**config.mk**
```make
export PLATFORM = sky130hd
export DESIGN_NAME = pulse_height_analyzer
export DESIGN_NICKNAME = d
export VERILOG_FILES = /design/src/logic/mca_data_pkg.sv /design/src/logic/pulse_height_analyzer.sv
export VERILOG_INCLUDE_DIRS = /design/src /design/src/logic
export SDC_FILE = /design/constraint.sdc
export NUM_CORES = 1
export LEC_CHECK = 0
export BUFFER_PORTS_ARGS = -buffer_cell sky130_fd_sc_hd__buf_2
export CAP_MARGIN = 5
export CORE_ASPECT_RATIO = 0.75
export CORE_MARGIN = 2
export CORE_UTILIZATION = 58
export CTS_CLUSTER_SIZE = 16
export DETAILED_ROUTE_END_ITERATION = 7
export PLACE_DENSITY = 0.81
export SETUP_SLACK_MARGIN = 0.5
export SLEW_MARGIN = 20
export SYNTH_ARGS = -nofsm -noshare
export SYNTH_HDL_FRONTEND = slang
export SYNTH_SLANG_ARGS = --single-unit
```
**constraint.sdc**
```tcl
create_clock -name aclk -period 5 [get_ports aclk]
set_input_delay 1 -clock aclk [delete_from_list [all_inputs] [get_ports aclk]]
set_output_delay 1 -clock aclk [all_outputs]
set_load 0.01 [all_outputs]
```
**src/logic/mca_params.svh**
```systemverilog
`ifndef MCA_PARAMS_SVH
`define MCA_PARAMS_SVH

// adc sample width, also the width of a pulse height.
`define MCA_SAMPLE_WIDTH 16

// histogram bin index bits, 256 bins.
`define MCA_BIN_BITS 8

// bin count width, also used for the acquisition length.
`define MCA_COUNT_WIDTH 32

// dead-time counter width in valid samples.
`define MCA_DELAY_WIDTH 16

`endif

```
**src/logic/mca_data_pkg.sv**
```systemverilog
`default_nettype none

`include "mca_params.svh"

package mca_data_pkg;

  // one unsigned adc sample.
  typedef logic [`MCA_SAMPLE_WIDTH-1:0] sample_t;

  // peak minus minimum, and the lower and upper cuts.
  typedef logic [`MCA_SAMPLE_WIDTH-1:0] height_t;

  typedef logic [`MCA_DELAY_WIDTH-1:0]  delay_t;

  typedef logic [`MCA_BIN_BITS-1:0]     bin_addr_t;

  // bin count, and acquisition length in clock cycles.
  typedef logic [`MCA_COUNT_WIDTH-1:0]  count_t;

endpackage

`default_nettype wire

```
**src/logic/pulse_height_analyzer.sv**
```systemverilog
`default_nettype none

`include "mca_params.svh"

module pulse_height_analyzer
(
  input  wire                    aclk,
  input  wire                    aresetn,

  input  mca_data_pkg::sample_t  sample_data,
  input  wire                    sample_valid,

  input  mca_data_pkg::delay_t   cfg_delay,
  input  mca_data_pkg::height_t  cfg_min_cut,
  input  mca_data_pkg::height_t  cfg_max_cut,

  input  wire                    height_ready,
  output mca_data_pkg::height_t  height_data,
  output logic                   height_valid
);

  mca_data_pkg::sample_t smp0_q, smp0_d;
  mca_data_pkg::sample_t smp1_q, smp1_d;
  mca_data_pkg::sample_t min_q, min_d;
  mca_data_pkg::height_t height_q, height_d;
  mca_data_pkg::delay_t  cnt_q, cnt_d;
  logic                  armed_q, armed_d;
  logic                  rising_q, rising_d;
  logic                  valid_q, valid_d;

  mca_data_pkg::height_t diff;
  logic                  rising;
  logic                  above_min;
  logic                  below_max;
  logic                  in_delay;

  // rising is judged against the sample two back.
  assign rising    = smp1_q < sample_data;
  assign diff      = smp0_q - min_q;
  assign above_min = diff > cfg_min_cut;
  assign below_max = smp0_q < cfg_max_cut;
  assign in_delay  = cnt_q < cfg_delay;

  always_ff @(posedge aclk)
  begin
    if (!aresetn)
    begin
      smp0_q   <= '0;
      smp1_q   <= '0;
      min_q    <= '0;
      height_q <= '0;
      cnt_q    <= {`MCA_DELAY_WIDTH{1'b0}};
      armed_q  <= 1'b0;
      rising_q <= 1'b0;
      valid_q  <= 1'b0;
    end
    else
    begin
      smp0_q   <= smp0_d;
      smp1_q   <= smp1_d;
      min_q    <= min_d;
      height_q <= height_d;
      cnt_q    <= cnt_d;
      armed_q  <= armed_d;
      rising_q <= rising_d;
      valid_q  <= valid_d;
    end
  end

  always_comb
  begin
    smp0_d   = smp0_q;
    smp1_d   = smp1_q;
    min_d    = min_q;
    height_d = height_q;
    cnt_d    = cnt_q;
    armed_d  = armed_q;
    rising_d = rising_q;
    valid_d  = valid_q;

    if (sample_valid)
    begin
      smp0_d   = sample_data;
      smp1_d   = smp0_q;
      rising_d = rising;
    end

    if (sample_valid && in_delay)
    begin
      cnt_d = cnt_q + 1'b1;
    end

    // a transfer frees the output, a new height below may refill it.
    if (height_valid && height_ready)
    begin
      valid_d = 1'b0;
    end

    // falling to rising after the dead time marks the minimum.
    if (sample_valid && !in_delay && !rising_q && rising)
    begin
      min_d   = smp1_q;
      armed_d = 1'b1;
    end

    // rising to falling while armed is the peak.
    if (sample_valid && armed_q && rising_q && !rising && above_min)
    begin
      armed_d = 1'b0;
      cnt_d   = {`MCA_DELAY_WIDTH{1'b0}};
      if (below_max)
      begin
        height_d = diff;
        valid_d  = 1'b1;
      end
    end
  end

  assign height_data  = height_q;
  assign height_valid = valid_q;

endmodule

`default_nettype wire

```
==> impl_metrics.ini <==
[clock_tree]
clock_latency_ns = 0.35
cts_setup_buffers = 0
number_of_buffers_added_by_the_clock_tree_synthesis_step = 9
cts-htree-levels = 3
cts_tree = built
cts_hold_buf = 0
post_cts.resized_instances = 0
root_buffer = clkbuf_16
clock_path_buffers = 2
clkSlewWorstSetupHoldPaths_ns = 0.06
clock_sinks = 83

[worst_hold_path]
hold_class = reg -> reg
min_from = armed_q
worst_hold_path.num_cells = 2
hold_end = armed_q

[die]
initial_util = 0.600
die_height_um = 88.0
die_span_in_x_um = 116
die_area_um2 = 10200
core-area_um2 = 9080
pin_count = 85
placementRows = 30

[worst_setup_path]
worstReg2RegStart = smp0_q[0]
critical_path_required_ns = 5.21
critical_path_peak_fanout = 11
r2r-end = height_data[4]
critPathLaunchType = flip-flop
critical_path_class = reg -> reg
setup.reg_to_reg.worst_slack_ns = 0.84
reg2regPathDepth = 17
critical_path.endpoint_type = flip-flop
worst_ep_arrival_time_ns = 4.36

[logic_synthesis]
postSynth.asyncResetShare = 0
seq_area_frac_synth = 0.305
synth_ff_type = dfxtp_1
synthesis.area_um2 = 5450
synth_area_leader_cell = dfxtp_1
ys_seq_elements = 83
synth_common_cells = nor2_1, inv_1, dfxtp_1
synth.top_cells.by_area = dfxtp_1, ha_1, mux2i_1
synth_edf_count = 0
synthesized_instance_count = 628
synth.most_common_cell = nor2_1
syn_area_per_cell_um2 = 8.68
yosys_warnings = 0
synthDominantCellAreaShare = 0.305
synth_cell_types = 57
net_count_after_synthesis = 774

[timing]
hold_ws_ns = 0.489
timing.final.setup_violations = 0
timing.clock.skew_ns = 0.00731
rsz_0062_raised_after_global_routing = false
report.final.hold_viol_count = 0
period_minus_slack_ns = 4.16
timing_worst_slew_pin_value_ns = 0.664
clock.fmax_mhz = 241
setup_tns_ns = 0
max-slew-margin-rel = 0.550
fin_crit_sh = 0.831
timing.final.ws_setup_ns = 0.843
slew_viol_final = 0

[place]
gpl.final_weighted_congestion = 0.918
post-place-cells = 827
postPlaceCellArea_um2 = 5960
dp_worst_setup_slack_ns = 0.839
detailed_place_hpwl_mm = 9.54
portBuffers = 84

[pwr]
power_density_nw_per_um2 = 265
post-layout-total-power_mw = 1.66
leakage_component_of_the_power_nw = 3.04
highest_ir_drop_seen_on_vdd_v = 0.000223

[layout]
final_stage_net_count = 856
layoutNonFillerInstCount = 841
finish.utilization = 0.688
layout-drive-gt1-share = 0.165
layout.filler_cells = 766
antenna_cells_inserted = 0
flow.area_growth_from_synthesis_pct = 14.7
layout.cell_area.non_filler_um2 = 6250

[detailed_routing]
drcViolationCount = 0
dr.first_iter.drc_count = 164
routed_wire_length_per_instance_um = 14.7
drtPass1Iterations = 4
antenna_left = 0
avg_vias_per_cell = 5.51
detailroute.via_count = 4633
wl_mm = 12.3

[global_route]
sum_of_overflow_across_all_layers_after_global_routing = 0
grt_start_max_net_pins = 65
grt_first_pass_wirelength_mm = 20.0
initial_antenna_violation_count = 0
first_global_vias = 4417
grt_util_all_layers = 0.249

[outcome]
status = complete, no violations

[job]
maxCapViolCount = 0
[worst max-delay path: stages (launching register included)]
cell and delay (ns):
dfxtp_1 0.34, inv_1 0.07, ha_1 0.18, fa_1 0.22, nor2b_1 0.07, o31ai_1 0.39
a21oi_2 0.15, a2111oi_1 0.46, xnor2_1 0.19, ha_1 0.36, nand4_1 0.12, nor4_1 0.33
o21ai_0 0.15, o211a_1 0.17, nor4_4 0.29, buf_4 0.26, mux2i_1 0.22, nor2_1 0.05
[per-layer routing]
| layer | vias up | global-route usage | routed length (um) |
|---|---|---|---|
| li1 | 2322 | - | - |
| met4 | 0 | 0.0649 | 174 |
| met3 | 25 | 0.0630 | 550 |
| met1 | 2183 | 0.309 | 5770 |
| met5 | - | 0 | 0 |
| met2 | 103 | 0.434 | 5830 |
[kinds of logic (layout without fill, tap and decap cells)]
family,after synthesis,in the layout,share of synthesized area
AND/OR/NAND/NOR,184,184,0.159
buffers and inverters,103,188,0.0785
AO/OA/AOI/OAI,91,91,0.120
flip-flops,83,83,0.305
adder cells (fa/ha/maj),78,78,0.180
multiplexers,62,62,0.114
XOR/XNOR,27,27,0.0434
[layout make-up]
cell class / count / area, um^2 / share of cell area
clock inverter: 3 / 40.0 / 0.00640
tap: 128 / 160 / 0.0256
inverter: 85 / 319 / 0.0510
timing repair buffer: 89 / 458 / 0.0732
multi-input combinational: 442 / 3370 / 0.539
clock buffer: 11 / 243 / 0.0388
sequential: 83 / 1660 / 0.266
[registers in the layout, summed over array words and instances, names as in the netlist]
register,count
smp0_q,16
min_q,16
height_valid,1
armed_q,1
cnt_q,16
height_data,16
smp1_q,16
rising_q,1
[where the power goes]
| group | switching (mW) | internal (mW) |
|---|---|---|
| logic | 0.174 | 0.138 |
| clock network | 0.260 | 0.393 |
| registers | 0.0171 | 0.676 |
[worst max-delay path by stage]
stage / slack [ns] / to / start
floorplan: 1.23 / height_data[15] / smp0_q[0]
global placement: 1.01 / height_data[4] / smp0_q[0]
detailed placement: 0.84 / height_data[4] / smp0_q[0]
CTS: 0.82 / height_data[4] / smp0_q[0]
global route: 0.55 / height_data[2] / min_q[1]
finish: 0.84 / height_data[4] / smp0_q[0]
[layout by cell type, fill, tap and decap left out, types with 3 or more instances in the layout]
cell type,instances
a211oi_1,4
a21o_1,9
a21oi_1,25
a31oi_1,3
and3_1,4
buf_2,84
buf_4,5
clkbuf_16,9
dfxtp_1,83
ha_1,77
inv_1,84
mux2i_1,62
nand2_1,21
nand2b_1,4
nand3_1,11
nand4_1,9
nor2_1,103
nor2b_1,4
nor3_1,11
nor4_1,4
o211ai_1,4
o21a_1,7
o21ai_0,11
o31ai_1,4
xnor2_1,24
xor2_1,3
Note: power is estimated with default switching activity, not from simulation.
