$ cat src/logic/mca_params.svh
`ifndef MCA_PARAMS_SVH
`define MCA_PARAMS_SVH

// adc sample width, also the width of a pulse height.
`define MCA_SAMPLE_WIDTH 16

// histogram bin index bits, 256 bins.
`define MCA_BIN_BITS 8

// bin count width, also used for the acquisition length.
`define MCA_COUNT_WIDTH 32

// dead-time counter width in valid samples.
`define MCA_DELAY_WIDTH 16

`endif

$ cat src/logic/mca_data_pkg.sv
`default_nettype none

`include "mca_params.svh"

package mca_data_pkg;

  // one unsigned adc sample.
  typedef logic [`MCA_SAMPLE_WIDTH-1:0] sample_t;

  // peak minus minimum, and the lower and upper cuts.
  typedef logic [`MCA_SAMPLE_WIDTH-1:0] height_t;

  typedef logic [`MCA_DELAY_WIDTH-1:0]  delay_t;

  typedef logic [`MCA_BIN_BITS-1:0]     bin_addr_t;

  // bin count, and acquisition length in clock cycles.
  typedef logic [`MCA_COUNT_WIDTH-1:0]  count_t;

endpackage

`default_nettype wire

$ cat src/logic/mca_ctrl_pkg.sv
`default_nettype none

package mca_ctrl_pkg;

  typedef enum logic [1:0] {
    timer_idle,
    timer_run,
    timer_done
  } timer_state_t;

  // read and write together form one read-modify-write of a bin.
  typedef enum logic [1:0] {
    hist_idle,
    hist_clear,
    hist_read,
    hist_write
  } hist_state_t;

endpackage

`default_nettype wire

$ cat src/logic/acquisition_timer.sv
`default_nettype none

`include "mca_params.svh"

module acquisition_timer
(
  input  wire                   aclk,
  input  wire                   aresetn,
  input  wire                   acq_start,
  input  mca_data_pkg::count_t  acq_time,
  output logic                  counting_window,
  output logic                  acq_busy,
  output logic                  acq_done
);

  mca_ctrl_pkg::timer_state_t state_q;
  mca_data_pkg::count_t       cnt_q;

  always_ff @(posedge aclk)
  begin
    if (!aresetn)
    begin
      state_q <= mca_ctrl_pkg::timer_idle;
      cnt_q   <= {`MCA_COUNT_WIDTH{1'b0}};
    end
    else
    begin
      case (state_q)
        mca_ctrl_pkg::timer_idle:
        begin
          if (acq_start)
          begin
            cnt_q <= acq_time;
            // a zero length gives no window, only the done pulse.
            if (acq_time == {`MCA_COUNT_WIDTH{1'b0}})
              state_q <= mca_ctrl_pkg::timer_done;
            else
              state_q <= mca_ctrl_pkg::timer_run;
          end
        end
        mca_ctrl_pkg::timer_run:
        begin
          cnt_q <= cnt_q - 1'b1;
          if (cnt_q == mca_data_pkg::count_t'(1))
          begin
            state_q <= mca_ctrl_pkg::timer_done;
          end
        end
        default:
        begin
          state_q <= mca_ctrl_pkg::timer_idle;
        end
      endcase
    end
  end

  assign counting_window = (state_q == mca_ctrl_pkg::timer_run);
  assign acq_busy        = counting_window;
  assign acq_done        = (state_q == mca_ctrl_pkg::timer_done);

endmodule

`default_nettype wire

$ cat config.mk
export PLATFORM = sky130hd
export DESIGN_NAME = acquisition_timer
export DESIGN_NICKNAME = d
export VERILOG_FILES = /design/src/logic/mca_data_pkg.sv /design/src/logic/mca_ctrl_pkg.sv /design/src/logic/acquisition_timer.sv
export VERILOG_INCLUDE_DIRS = /design/src /design/src/logic
export SDC_FILE = /design/constraint.sdc
export NUM_CORES = 1
export LEC_CHECK = 0
export ABC_AREA = 1
export BUFFER_PORTS_ARGS = -buffer_cell sky130_fd_sc_hd__buf_2
export CORE_ASPECT_RATIO = 1.2
export CORE_UTILIZATION = 40
export CTS_BUF_LIST = sky130_fd_sc_hd__clkbuf_4 sky130_fd_sc_hd__clkbuf_8
export DETAILED_ROUTE_END_ITERATION = 6
export HOLD_SLACK_MARGIN = 0.15
export SETUP_SLACK_MARGIN = 0.02
export SYNTH_ARGS = -nofsm -noshare
export SYNTH_HDL_FRONTEND = slang
export SYNTH_SLANG_ARGS = --single-unit
$ cat constraint.sdc
create_clock -name aclk -period 1.7 [get_ports aclk]
set_input_delay 0.085 -clock aclk [delete_from_list [all_inputs] [get_ports aclk]]
set_output_delay 0.085 -clock aclk [all_outputs]
set_load 0.005 [all_outputs]
==> summary.md <==
| Metric | Value |
|---|---|
| Largest net degree at the start of global routing | 29 |
| DIE AREA | 7060 µm² |
| Worst-Skew Late Latency | 290 ps |
| CP endpoint | cnt_q[26]$_SDFFE_PN0P_ |
| Post-synth EDFFs | 0 |
| Root Buffer | clkbuf_8 |
| VDD IR max | 0.410 mV |
| Design area | 3210 µm² |
| Global-route wire length before repair | 12.8 mm |
| Hold Crit Depth | 5 |
| Clock power frac | 0.213 |
| Lkg Pwr | 0.00155 µW |
| DR vias | 2942 |
| Sequential share of power | 0.355 |
| Final setup TNS | 0 ps |
| Reg2Reg Depth | 10 |
| Post-synthesis cell area | 2690 µm² |
| DPL Wire Length | 6.11 mm |
| Die Wd | 76.8 µm |
| Iteration-0 DRC Markers | 157 |
| Async S/R FF share, synth | 0 |
| Syn Nets | 493 |
| Max-cap check violation count | 0 |
| Setup crit end kind | flip-flop |
| CP Launch Point | cnt_q[0]$_SDFFE_PN0P_ |
| Clock Skew | 6.00 ps |
| Drt pass-1 iters | 5 |
| Clock sink count | 34 |
| Final Hold Fails | 0 |
| Comb pwr share | 0.432 |
| Maximum clock frequency | 649 MHz |
| Net Sw Frac | 0.429 |
| Reg-to-reg startpoint | cnt_q[0]$_SDFFE_PN0P_ |
| Antenna diodes | 0 |
| WL final | 7.92 mm |
| Critical Path AT | 1770 ps |
| Initial antenna violation count | 0 |
| Area Overhead vs Synth | 19.4% |
| Gpl congestion | 0.931 |
| Total GRT Usage | 0.231 |
| Rows | 32 |
| NetSw | 1180 µW |
| Hold_ws | 184 ps |
| Synth top area share | 0.253 |
| Post-route minimum period | 1540 ps |
| I/O Buffers | 37 |
| Final Power | 2760 µW |
| Finished Layout Cells | 594 |
| Core ar. | 6450 µm² |
| Post-synthesis cell count | 456 |
| Top Ports | 38 |
| Nets | 546 |
| Inserted Clock Buffers | 5 |
| Most common cell in the netlist | nand2_1 |
| Pint | 1570 µW |
| Mean Syn Cell Area | 5.90 µm² |
| Number of global-route vias before repair | 2689 |
| Final Max Tran Viols | 0 |
| Grt ovf | 0 |
| Rel. slew slack | 0.747 |
| Crit path launch type | flip-flop |
| Critical Path RT | 1930 ps |
| Reg clk slew, reported paths | 70 ps |
| Top post-synthesis cells by area | dfxtp_1 25%, nand2_1 15%, inv_1 10% |
| Status | finished, final reports clean |
| Ys Warns | 0 |
| Post-Place Cell Area | 2980 µm² |
| Unique masters post-synth | 33 |
| Routed vias/inst | 4.95 |
| Worst reg-to-reg setup slack | 160 ps |
| Share of cells above drive strength 1 | 0.200 |
| Tcrit/Tclk final | 0.906 |
| Inst Count DP | 572 |
| Prevailing post-synth register cell | dfxtp_1 |
| Critical path fanouts, max | 4 |
| DRC viols | 0 |
| Post-DRT Antenna Nets | 0 |
| Crit path kind | reg2reg |
| Commonest cells post-synth | 108 x nand2_1, 72 x inv_1, 67 x nor2_1, 36 x nand3_1, 34 x dfxtp_1 |
| Worst reg2reg path endpoint | cnt_q[26]$_SDFFE_PN0P_ |
| Post-synthesis sequential area ratio | 0.253 |
| Hold Path Class | in2reg |
| Initial Util | 0.417 |
| Vert. Die Dim | 91.8 µm |
| Power Dens Cells | 859 nW/µm² |
| Final setup viols | 0 |
| Yosys reg bits | 34 |
| Tightest Pin Transition | 379 ps |
| RSZ-0062 raised after global routing | yes |
| Synth area leader | dfxtp_1 |
| CTS Buffer Depth | 2 |
| CTS tree | done |
| DR WL/cell | 13.3 µm |
| CTS H-tree depth | 2 |
## cell families (layout without fill, tap and decap cells)
group / count (synthesis) / in the layout / share of synthesized area
AND/OR/NAND/NOR: 252 / 252 / 0.439
buffers and inverters: 95 / 148 / 0.139
AO/OA/AOI/OAI: 72 / 72 / 0.157
flip-flops: 34 / 34 / 0.253
adder cells (fa/ha/maj): 2 / 2 / 0.00931
XOR/XNOR: 1 / 1 / 0.00326
## cell usage in the layout, fill, tap and decap left out, types with 2 or more instances in the layout
cell type / synthesis / final
o21ai_1: 14 / 14
nand4_1: 4 / 4
nand3_1: 36 / 36
a21oi_1: 12 / 12
dlygate4sd3_1: 0 / 14
nand2_2: 13 / 13
nand3_2: 2 / 2
clkinv_2: 0 / 2
nor2_1: 67 / 67
inv_1: 72 / 71
o211ai_1: 2 / 2
nand3b_1: 2 / 2
buf_4: 3 / 5
dfxtp_1: 34 / 34
nand2_1: 108 / 108
clkbuf_8: 0 / 5
nor2_4: 11 / 11
nor3_1: 2 / 2
o22ai_1: 7 / 7
buf_2: 4 / 37
a31oi_1: 10 / 10
nor2_2: 3 / 3
inv_2: 11 / 12
a21oi_2: 6 / 6
o21ai_0: 17 / 17
nand2_4: 2 / 2
## metrics by stage
step,util,setup WS [ps]
finish,0.498,160
global route,0.498,14.9
CTS,0.496,94.5
detailed placement,0.462,123
global placement,0.462,159
floorplan,-,261
## power groups by stage
stage	logic (µW)	clock network (µW)	registers [µW]
final	1190	587	980
after global routing	1330	619	995
after floorplan	880	0	972
after CTS	1180	599	979
after detailed placement	1150	0	997
after global placement	1140	0	995
## routing by layer
| metal | vias to the layer above | global-route usage | routed length [µm] |
|---|---|---|---|
| met5 | - | 0 | 0 |
| met4 | 0 | 0.0737 | 123 |
| met3 | 11 | 0.0388 | 212 |
| met2 | 50 | 0.394 | 3900 |
| met1 | 1345 | 0.292 | 3690 |
| li1 | 1536 | - | - |
## worst max-delay path: stages, from the launching register on
cell     delay, ps
dfxtp_1        340
inv_2           80
ha_2           190
inv_1           80
nor2_4         150
nand2_4         90
nor2_4         170
nand3_1        110
nand2_1         80
nand3_1         60
a21oi_1        120
## layout make-up
| cell class | count | area, µm² |
|---|---|---|
| clock buffers | 5 | 68.8 |
| clock inverters | 2 | 10.0 |
| fillers | 714 | 3240 |
| inverters | 83 | 312 |
| multi-input cells | 327 | 1640 |
| flip-flops and latches | 34 | 681 |
| well taps | 85 | 106 |
| repair buffers | 58 | 394 |
## sequential cells by signal, summed over array words and instances (netlist names)
signal	count
state_q	2
cnt_q	32
## what timing repair did
item / CTS / global route
buffers inserted: 0 / 1
resized for setup: 0 / 3
endpoints found under the hold margin: 17 / 0
hold buffers: 14 / 0
endpoints found under the setup margin: 0 / 6
## worst min path at each step
| stage | startpoint | end | slack, ps |
|---|---|---|---|
| 2_1_floorplan | acq_time[1] | cnt_q[1]$_SDFFE_PN0P_ | 230 |
| 3_3_place_gp | acq_time[1] | cnt_q[1]$_SDFFE_PN0P_ | 370 |
| 4_1_cts | acq_time[27] | cnt_q[27]$_SDFFE_PN0P_ | 180 |
| 5_1_grt | acq_time[27] | cnt_q[27]$_SDFFE_PN0P_ | 190 |
| 6_report | acq_time[27] | cnt_q[27]$_SDFFE_PN0P_ | 180 |
| 3_5_place_dp | acq_time[1] | cnt_q[1]$_SDFFE_PN0P_ | 370 |
(Power assumes the default switching activity.)
